===== src/spi_cfg_pkg.sv =====
`default_nettype none

package spi_cfg_pkg;

	// system clocks per sclk half period
	localparam int half_period = 4;
	localparam int div_w       = $clog2(half_period);

	// bits per transfer, MSB first
	localparam int word_w = 8;
	localparam int bit_w  = $clog2(word_w);

	// idle cycles with cs_n high between two transfers
	localparam int gap_cycles = 2;
	localparam int gap_w      = $clog2(gap_cycles + 1);

endpackage

`default_nettype wire


===== src/uart_cfg_pkg.sv =====
`default_nettype none

package uart_cfg_pkg;

	// baud divisor width, covers very slow rates at 50 MHz
	localparam int baud_w = 24;

	// parity mode input codes, code 3 behaves as none
	localparam logic [1:0] parity_none = 2'd0;
	localparam logic [1:0] parity_even = 2'd1;
	localparam logic [1:0] parity_odd  = 2'd2;

	// data bits per frame and the bit counter width
	localparam int data_w     = 8;
	localparam int data_cnt_w = $clog2(data_w);

	// line assembly
	localparam logic [data_w-1:0] line_end = 8'h0a;
	localparam int line_depth = 16;
	localparam int line_ptr_w = $clog2(line_depth);
	localparam int line_cnt_w = $clog2(line_depth + 1);

endpackage

`default_nettype wire

===== src/serial_bridge_top.sv =====
`timescale 1ns/1ps
`default_nettype none

module serial_bridge_top (
	input  wire                             CLK50MHZ,
	input  wire                             stop_bit,
	input  wire                             uart_rx,
	input  wire [uart_cfg_pkg::baud_w-1:0]  baud_div,
	input  wire [1:0]                       parity_mode,
	input  wire                             two_stop,
	input  wire                             miso,
	output wire                             sclk,
	output wire                             mosi,
	output wire                             cs_n,
	output wire [spi_cfg_pkg::word_w-1:0]   miso_byte,
	output wire                             miso_strobe,
	output wire                             parity_error,
	output wire                             frame_error
);

	// decoder to buffer
	wire [uart_cfg_pkg::data_w-1:0] rx_byte;
	wire rx_strobe;
	// buffer to spi master
	wire [uart_cfg_pkg::data_w-1:0] tx_byte;
	wire tx_start;
	wire spi_busy;

	//////////////////////////////////////////////////
	// uart in, line buffer, spi out
	//////////////////////////////////////////////////
	uart_frame_decoder u_decoder (
		.CLK50MHZ(CLK50MHZ), .stop_bit(stop_bit), .rx(uart_rx),
		.baud_div(baud_div), .parity_mode(parity_mode), .two_stop(two_stop),
		.rx_byte(rx_byte), .rx_strobe(rx_strobe),
		.parity_error(parity_error), .frame_error(frame_error)
	);

	line_buffer u_buffer (
		.CLK50MHZ(CLK50MHZ), .stop_bit(stop_bit),
		.rx_byte(rx_byte), .rx_strobe(rx_strobe), .spi_busy(spi_busy),
		.tx_byte(tx_byte), .tx_start(tx_start)
	);

	spi_byte_master u_spi (
		.CLK50MHZ(CLK50MHZ), .stop_bit(stop_bit),
		.tx_byte(tx_byte), .tx_start(tx_start), .miso(miso),
		.spi_busy(spi_busy), .sclk(sclk), .mosi(mosi), .cs_n(cs_n),
		.miso_byte(miso_byte), .miso_strobe(miso_strobe)
	);

endmodule

`default_nettype wire


===== src/spi_byte_master.sv =====
`timescale 1ns/1ps
`default_nettype none

module spi_byte_master (
	input  wire                             CLK50MHZ,
	input  wire                             stop_bit,
	input  wire [spi_cfg_pkg::word_w-1:0]   tx_byte,
	input  wire                             tx_start,
	input  wire                             miso,
	output logic                            spi_busy,
	output logic                            sclk,
	output logic                            mosi,
	output logic                            cs_n,
	output logic [spi_cfg_pkg::word_w-1:0]  miso_byte,
	output logic                            miso_strobe
);

	typedef enum logic [1:0] {st_idle, st_xfer, st_gap} state_t;

	state_t state;
	logic [spi_cfg_pkg::div_w-1:0] div_cnt;
	logic [spi_cfg_pkg::bit_w-1:0] bit_cnt;
	logic [spi_cfg_pkg::gap_w-1:0] gap_cnt;
	logic [spi_cfg_pkg::word_w-1:0] shift_reg;
	logic half_done;

	// end of one sclk half period
	assign half_done = (div_cnt == spi_cfg_pkg::div_w'(spi_cfg_pkg::half_period - 1));

	//////////////////////////////////////////////////
	// mode 0 transfer, MSB first
	//////////////////////////////////////////////////
	always_ff @(posedge CLK50MHZ or posedge stop_bit) begin
		if (stop_bit) begin
			state       <= st_idle;
			div_cnt     <= '0;
			bit_cnt     <= '0;
			gap_cnt     <= '0;
			spi_busy    <= 1'b0;
			sclk        <= 1'b0;
			mosi        <= 1'b0;
			cs_n        <= 1'b1;
			miso_strobe <= 1'b0;
		end else begin
			miso_strobe <= 1'b0;
			case (state)
				st_idle: begin
					if (tx_start) begin
						// first bit is set up half a period before the rising edge
						state    <= st_xfer;
						cs_n     <= 1'b0;
						spi_busy <= 1'b1;
						mosi     <= tx_byte[spi_cfg_pkg::word_w-1];
						div_cnt  <= '0;
						bit_cnt  <= '0;
					end
				end
				st_xfer: begin
					div_cnt <= half_done ? '0 : div_cnt + 1'b1;
					if (half_done) begin
						sclk <= ~sclk;
						if (sclk) begin
							// falling edge, next bit out or word finished
							if (bit_cnt == spi_cfg_pkg::bit_w'(spi_cfg_pkg::word_w - 1)) begin
								state       <= st_gap;
								cs_n        <= 1'b1;
								mosi        <= 1'b0;
								miso_strobe <= 1'b1;
								gap_cnt     <= '0;
							end else begin
								mosi    <= shift_reg[spi_cfg_pkg::word_w-1];
								bit_cnt <= bit_cnt + 1'b1;
							end
						end
					end
				end
				st_gap: begin
					// busy held through the inter-word gap
					if (gap_cnt == spi_cfg_pkg::gap_w'(spi_cfg_pkg::gap_cycles - 1)) begin
						spi_busy <= 1'b0;
						state    <= st_idle;
					end else begin
						gap_cnt <= gap_cnt + 1'b1;
					end
				end
				default: state <= st_idle;
			endcase
		end
	end

	// shift register, loads on start, takes miso on each rising edge
	always_ff @(posedge CLK50MHZ) begin
		if (state == st_idle && tx_start)
			shift_reg <= tx_byte;
		else if (state == st_xfer && half_done && !sclk)
			shift_reg <= {shift_reg[spi_cfg_pkg::word_w-2:0], miso};
	end

	// captured slave byte, valid with miso_strobe
	always_ff @(posedge CLK50MHZ) begin
		if (state == st_xfer && half_done && sclk &&
				bit_cnt == spi_cfg_pkg::bit_w'(spi_cfg_pkg::word_w - 1))
			miso_byte <= shift_reg;
	end

endmodule

`default_nettype wire


===== src/line_buffer.sv =====
`timescale 1ns/1ps
`default_nettype none

module line_buffer (
	input  wire                             CLK50MHZ,
	input  wire                             stop_bit,
	input  wire [uart_cfg_pkg::data_w-1:0]  rx_byte,
	input  wire                             rx_strobe,
	input  wire                             spi_busy,
	output logic [uart_cfg_pkg::data_w-1:0] tx_byte,
	output logic                            tx_start
);

	logic [uart_cfg_pkg::data_w-1:0] mem [uart_cfg_pkg::line_depth];
	logic [uart_cfg_pkg::line_cnt_w-1:0] wr_count;
	logic [uart_cfg_pkg::line_cnt_w-1:0] rd_ptr;
	logic releasing;
	logic store, send, line_done;

	// bytes are refused while a line drains
	assign store = rx_strobe && !releasing;
	// tx_start still high means busy has not risen yet
	assign send = releasing && !spi_busy && !tx_start;
	// newline or 16th byte closes the line
	assign line_done = (rx_byte == uart_cfg_pkg::line_end) ||
		(wr_count == uart_cfg_pkg::line_cnt_w'(uart_cfg_pkg::line_depth - 1));

	//////////////////////////////////////////////////
	// fill / release control
	//////////////////////////////////////////////////
	always_ff @(posedge CLK50MHZ or posedge stop_bit) begin
		if (stop_bit) begin
			wr_count  <= '0;
			rd_ptr    <= '0;
			releasing <= 1'b0;
			tx_start  <= 1'b0;
		end else begin
			tx_start <= 1'b0;
			if (store) begin
				wr_count <= wr_count + 1'b1;
				if (line_done) begin
					releasing <= 1'b1;
					rd_ptr    <= '0;
				end
			end
			if (send) begin
				tx_start <= 1'b1;
				rd_ptr   <= rd_ptr + 1'b1;
				// last byte handed out, back to an empty line
				if (rd_ptr + 1'b1 == wr_count) begin
					releasing <= 1'b0;
					wr_count  <= '0;
				end
			end
		end
	end

	// byte storage, no reset needed on payload
	always_ff @(posedge CLK50MHZ) begin
		if (store)
			mem[wr_count[uart_cfg_pkg::line_ptr_w-1:0]] <= rx_byte;
	end

	// byte for the master, valid with tx_start
	always_ff @(posedge CLK50MHZ) begin
		if (send)
			tx_byte <= mem[rd_ptr[uart_cfg_pkg::line_ptr_w-1:0]];
	end

endmodule

`default_nettype wire


===== src/uart_frame_decoder.sv =====
`timescale 1ns/1ps
`default_nettype none

module uart_frame_decoder (
	input  wire                             CLK50MHZ,
	input  wire                             stop_bit,
	input  wire                             rx,
	input  wire [uart_cfg_pkg::baud_w-1:0]  baud_div,
	input  wire [1:0]                       parity_mode,
	input  wire                             two_stop,
	output logic [uart_cfg_pkg::data_w-1:0] rx_byte,
	output logic                            rx_strobe,
	output logic                            parity_error,
	output logic                            frame_error
);

	typedef enum logic [2:0] {st_idle, st_start, st_data, st_parity, st_stop} state_t;

	state_t state;
	logic rx_meta, rx_sync, rx_prev;
	logic [uart_cfg_pkg::baud_w-1:0] baud_cnt;
	logic [uart_cfg_pkg::data_cnt_w-1:0] bit_cnt;
	logic [uart_cfg_pkg::data_w-1:0] shift_reg;
	logic par_acc, par_bad, stop_bad, second_stop;
	logic tick, par_en, stop_bad_now;

	// mid-bit sample point
	assign tick = (baud_cnt == '0);
	// code 3 falls back to no parity
	assign par_en = (parity_mode == uart_cfg_pkg::parity_even) ||
		(parity_mode == uart_cfg_pkg::parity_odd);
	// any low stop bit so far, current one included
	assign stop_bad_now = stop_bad | ~rx_sync;
	assign rx_byte = shift_reg;

	//////////////////////////////////////////////////
	// frame FSM
	//////////////////////////////////////////////////
	always_ff @(posedge CLK50MHZ or posedge stop_bit) begin
		if (stop_bit) begin
			state        <= st_idle;
			rx_meta      <= 1'b1;
			rx_sync      <= 1'b1;
			rx_prev      <= 1'b1;
			baud_cnt     <= '0;
			bit_cnt      <= '0;
			par_acc      <= 1'b0;
			par_bad      <= 1'b0;
			stop_bad     <= 1'b0;
			second_stop  <= 1'b0;
			rx_strobe    <= 1'b0;
			parity_error <= 1'b0;
			frame_error  <= 1'b0;
		end else begin
			// two flop synchronizer, third flop for edge detect
			rx_meta      <= rx;
			rx_sync      <= rx_meta;
			rx_prev      <= rx_sync;
			rx_strobe    <= 1'b0;
			parity_error <= 1'b0;
			frame_error  <= 1'b0;
			// baud countdown, reload one full period at each sample
			if (state != st_idle)
				baud_cnt <= tick ? baud_div - 1'b1 : baud_cnt - 1'b1;
			case (state)
				st_idle: begin
					// falling edge, aim for the middle of the start bit
					if (rx_prev && !rx_sync) begin
						baud_cnt <= baud_div >> 1;
						state    <= st_start;
					end
				end
				st_start: begin
					if (tick) begin
						// start bit gone high again means a glitch
						if (!rx_sync) begin
							state    <= st_data;
							bit_cnt  <= '0;
							par_acc  <= 1'b0;
							par_bad  <= 1'b0;
							stop_bad <= 1'b0;
						end else begin
							state <= st_idle;
						end
					end
				end
				st_data: begin
					if (tick) begin
						par_acc <= par_acc ^ rx_sync;
						if (bit_cnt == uart_cfg_pkg::data_cnt_w'(uart_cfg_pkg::data_w - 1)) begin
							state       <= par_en ? st_parity : st_stop;
							second_stop <= 1'b0;
						end else begin
							bit_cnt <= bit_cnt + 1'b1;
						end
					end
				end
				st_parity: begin
					// even wants zero over data and parity, odd wants one
					if (tick) begin
						if (parity_mode == uart_cfg_pkg::parity_odd)
							par_bad <= ~(par_acc ^ rx_sync);
						else
							par_bad <= par_acc ^ rx_sync;
						state <= st_stop;
					end
				end
				st_stop: begin
					if (tick) begin
						if (two_stop && !second_stop) begin
							second_stop <= 1'b1;
							stop_bad    <= stop_bad_now;
						end else begin
							// bad frames are dropped, only the error pulses
							frame_error  <= stop_bad_now;
							parity_error <= par_bad;
							rx_strobe    <= !stop_bad_now && !par_bad;
							state        <= st_idle;
						end
					end
				end
				default: state <= st_idle;
			endcase
		end
	end

	// data bits arrive LSB first
	always_ff @(posedge CLK50MHZ) begin
		if (state == st_data && tick)
			shift_reg <= {rx_sync, shift_reg[uart_cfg_pkg::data_w-1:1]};
	end

endmodule

`default_nettype wire


===== config.mk =====
export PLATFORM = sky130hd
export DESIGN_NAME = serial_bridge_top
export DESIGN_NICKNAME = d
export VERILOG_FILES = /design/src/spi_cfg_pkg.sv /design/src/uart_cfg_pkg.sv /design/src/serial_bridge_top.sv /design/src/spi_byte_master.sv /design/src/line_buffer.sv /design/src/uart_frame_decoder.sv
export SDC_FILE = /design/constraint.sdc
export NUM_CORES = 1
export LEC_CHECK = 0
export BUFFER_PORTS_ARGS = -buffer_cell sky130_fd_sc_hd__buf_2
export CAP_MARGIN = 20
export CORE_MARGIN = 1.5
export CORE_UTILIZATION = 50
export DETAILED_ROUTE_END_ITERATION = 6
export GPL_TIMING_DRIVEN = 0
export HOLD_SLACK_MARGIN = 0.15
export PLACE_DENSITY = 0.73
export SETUP_SLACK_MARGIN = 0.15
export SKIP_CTS_REPAIR_TIMING = 1
export SLEW_MARGIN = 0
export SYNTH_ARGS = -nofsm -noshare
export SYNTH_HDL_FRONTEND = slang
export SYNTH_SLANG_ARGS = --single-unit

===== constraint.sdc =====
create_clock -name CLK50MHZ -period 3.15 [get_ports CLK50MHZ]
set_input_delay 0.7875 -clock CLK50MHZ [delete_from_list [all_inputs] [get_ports CLK50MHZ]]
set_output_delay 0.7875 -clock CLK50MHZ [all_outputs]
set_load 0.02 [all_outputs]

==> results.md <==
* Hpwl dp at 15.47 mm
* WL final at 23.94 mm
* Synth Warn # at 0
* Worst-margin pin slew at 1054 ps
* Vias in the first global route at 6,617
* Cell Area, Synth at 0.01035 mm²
* Worst slew margin at 29.18%
* PnR worst setup slack at -135.0 ps
* GPL Wtd Cong at 0.9148
* Failing checks: setup timing
* Via count at 7,172
* Main flop type after synthesis: edfxtp_1
* Clock Path Buffers at 3
* Vias/cell at 6.078
* Syn-to-layout area delta at 18.69%
* Syn_area_per_cell at 13.26 µm²
* Drt pass-1 iters at 5
* Clk_skew at 18.95 ps
* Net switching power at 1.350 mW
* Global route overflow at 0
* Pwr Density at 528.7 mW/mm²
* Max Slew Vio Count at 0
* Worst hold path type: reg2reg
* Int Power at 5.146 mW
* Status: complete, but fails checks
* Reg clk slew, reported paths at 70 ps
* Antenna violations before repair at 0
* Peak supply drop at 0.4244 mV
* TritonCTS Sinks at 226
* Gate power share at 3.1%
* LEAKAGE at 4.441 nW
* Ant diodes at 0
* CTS tree: built
* Final cell count without fillers at 1,180
* Skew-Pair Late Insertion Delay at 520 ps
* Critical Path RT at 3550 ps
* H-Tree Depth at 1
* Count of cell types in the netlist at 76
* Sum of negative setup slack at -445.3 ps
* WL/cell at 20.29 µm
* Commonest non-fill, non-tap cell in the layout: edfxtp_1
* Highest Clock Rate at 304.4 MHz
* Starting Density at 51.00%
* CP Launch Type: register
* Remaining antenna violation count at 0
* Root Buffer: clkbuf_16
* Register bit total from synthesis at 226
* Num CTS Buffers at 25
* Reg2Reg Depth at 14
* Core ar. at 0.02030 mm²
* Worst Setup End Kind: register
* Port Buffers at 44
* Gr usage total at 21.97%
* EDFF count, synth at 160
* Layout cells sized above 1 at 25.49%
* I/O Pins at 45
* Hold Crit Depth at 0
* Num rows at 52
* Number of DRC markers in iteration 0 at 607
* Filler Cell Count at 1,542
* Switching Share at 20.78%
* Crit-path max FO at 5
* Max cap viols at 0
* Max FFs per register at 128
* Count of final hold-check violations at 0
* Min Clock Period, post-route at 3285 ps
* Part of the power in the clock network at 47.1%
* Fin util at 60.53%
* Pre-CTS setup slack at -514.5 ps
* Setup violators final at 5
* Post-Syn Nets at 826
* Total Power at 6.496 mW
* Die Y at 146.9 µm
* Share of the yosys chip area belonging to registers at 62.41%
* Ys async rst share at 29.20%
* Largest net degree at the start of global routing at 67
* DP Cell Count at 1,100
* Die area at 0.02158 mm²
* Most frequent cells in the layout: 160 x edfxtp_1, 85 x nand2_1, 60 x nor2_1
* Reg power frac at 49.7%
* Synthesized instance count at 781
* Fin nets at 937
* CP arrival at 3680 ps
* # DRC at 0
* Worst setup path category: reg2reg
* Unrepaired setup endpoints after global routing: true
* Fin crit share at 104.3%
* Horiz. Die Dim at 146.9 µm
* First-pass GRT wire length at 36.80 mm
* FF-to-FF setup slack at -140 ps
[synthesized netlist by cell type (11+ instances only)]
library cell	number	area, µm²
and3_1	11	68.82
a31oi_1	15	93.84
a21oi_1	40	200.2
nand3_1	21	105.1
ha_1	14	175.2
o21ai_0	27	135.1
nor3_1	25	125.1
dfrtp_1	62	1551
clkbuf_1	28	105.1
nand2_1	85	319.1
nor2_1	60	225.2
or3_1	13	81.33
edfxtp_1	160	4805
mux4_2	40	900.9
inv_1	16	60.06
[final cells by class]
cell class	count	area, µm²	area share [%]
Sequential cell	226	6471	52.67
Multi-Input combinational cell	500	3801	30.94
Clock buffer	27	633.1	5.153
Timing Repair Buffer	84	516.7	4.206
Tap cell	270	337.8	2.749
Clock inverter	18	239.0	1.945
Buffer	39	225.2	1.833
Inverter	16	62.56	0.5092
[final timing paths]
kind	start	to
min reg2reg	u_decoder.rx_meta	u_decoder.rx_sync
max in group asynchronous	stop_bit	u_decoder.baud_cnt[0]
min in group asynchronous	stop_bit	u_decoder.baud_cnt[20]
min	u_decoder.rx_meta	u_decoder.rx_sync
max reg2reg	u_decoder.baud_cnt[19]	u_decoder.baud_cnt[14]
max	u_decoder.baud_cnt[19]	u_decoder.baud_cnt[14]
[power by group through the flow]
stage | sequential [mW] | combinational [mW] | clock [mW]
after floorplan | 3.28 | 0.131 | 0
after global placement | 3.29 | 0.196 | 0
after detailed placement | 3.29 | 0.199 | 0
after CTS | 3.23 | 0.199 | 3.10
after global routing | 3.23 | 0.224 | 3.21
final | 3.23 | 0.204 | 3.06
[worst max-delay path, stage by stage (launching register included)]
cell and delay, ps:
dfrtp_1 430, or3_4 400, or4_4 540, nor3_4 250, buf_6 160, buf_8 100, a21oi_2 40, ha_2 200
nor4b_4 150, nand4_1 260, buf_4 170, nor3_2 30, o21ai_1 70, a21oi_1 80, a221o_1 300
[routing by layer]
metal | share of wire [%] | up-vias | global-route usage (%)
met3 | 7.7 | 48 | 3.975
met4 | 2.5 | 0 | 6.400
met2 | 46 | 331 | 33.96
met5 | 0 | - | 0
li1 | - | 3239 | -
met1 | 43 | 3554 | 32.17
[kinds of logic (layout without fill, tap and decap cells)]
family	Yosys count	count (layout)	synth area share (%)
buffers and inverters	55	184	2.224
and+or+nand+nor	277	277	13.67
AOI/OAI and AO/OA	146	146	9.258
DFF	226	226	62.41
adders and majority gates	14	14	1.692
muxes	45	45	9.222
xor gates and xnor gates	18	18	1.523
[through the flow]
stage / instance area [µm²] / hold slack (ps)
floorplan: 10440 / 345.2
global placement: 11000 / 346.1
detailed placement: 11030 / 348.1
CTS: 11900 / 343.3
global route: 12290 / 339.7
finish: 12290 / 342.7
Power figures use the tool's default switching activity.
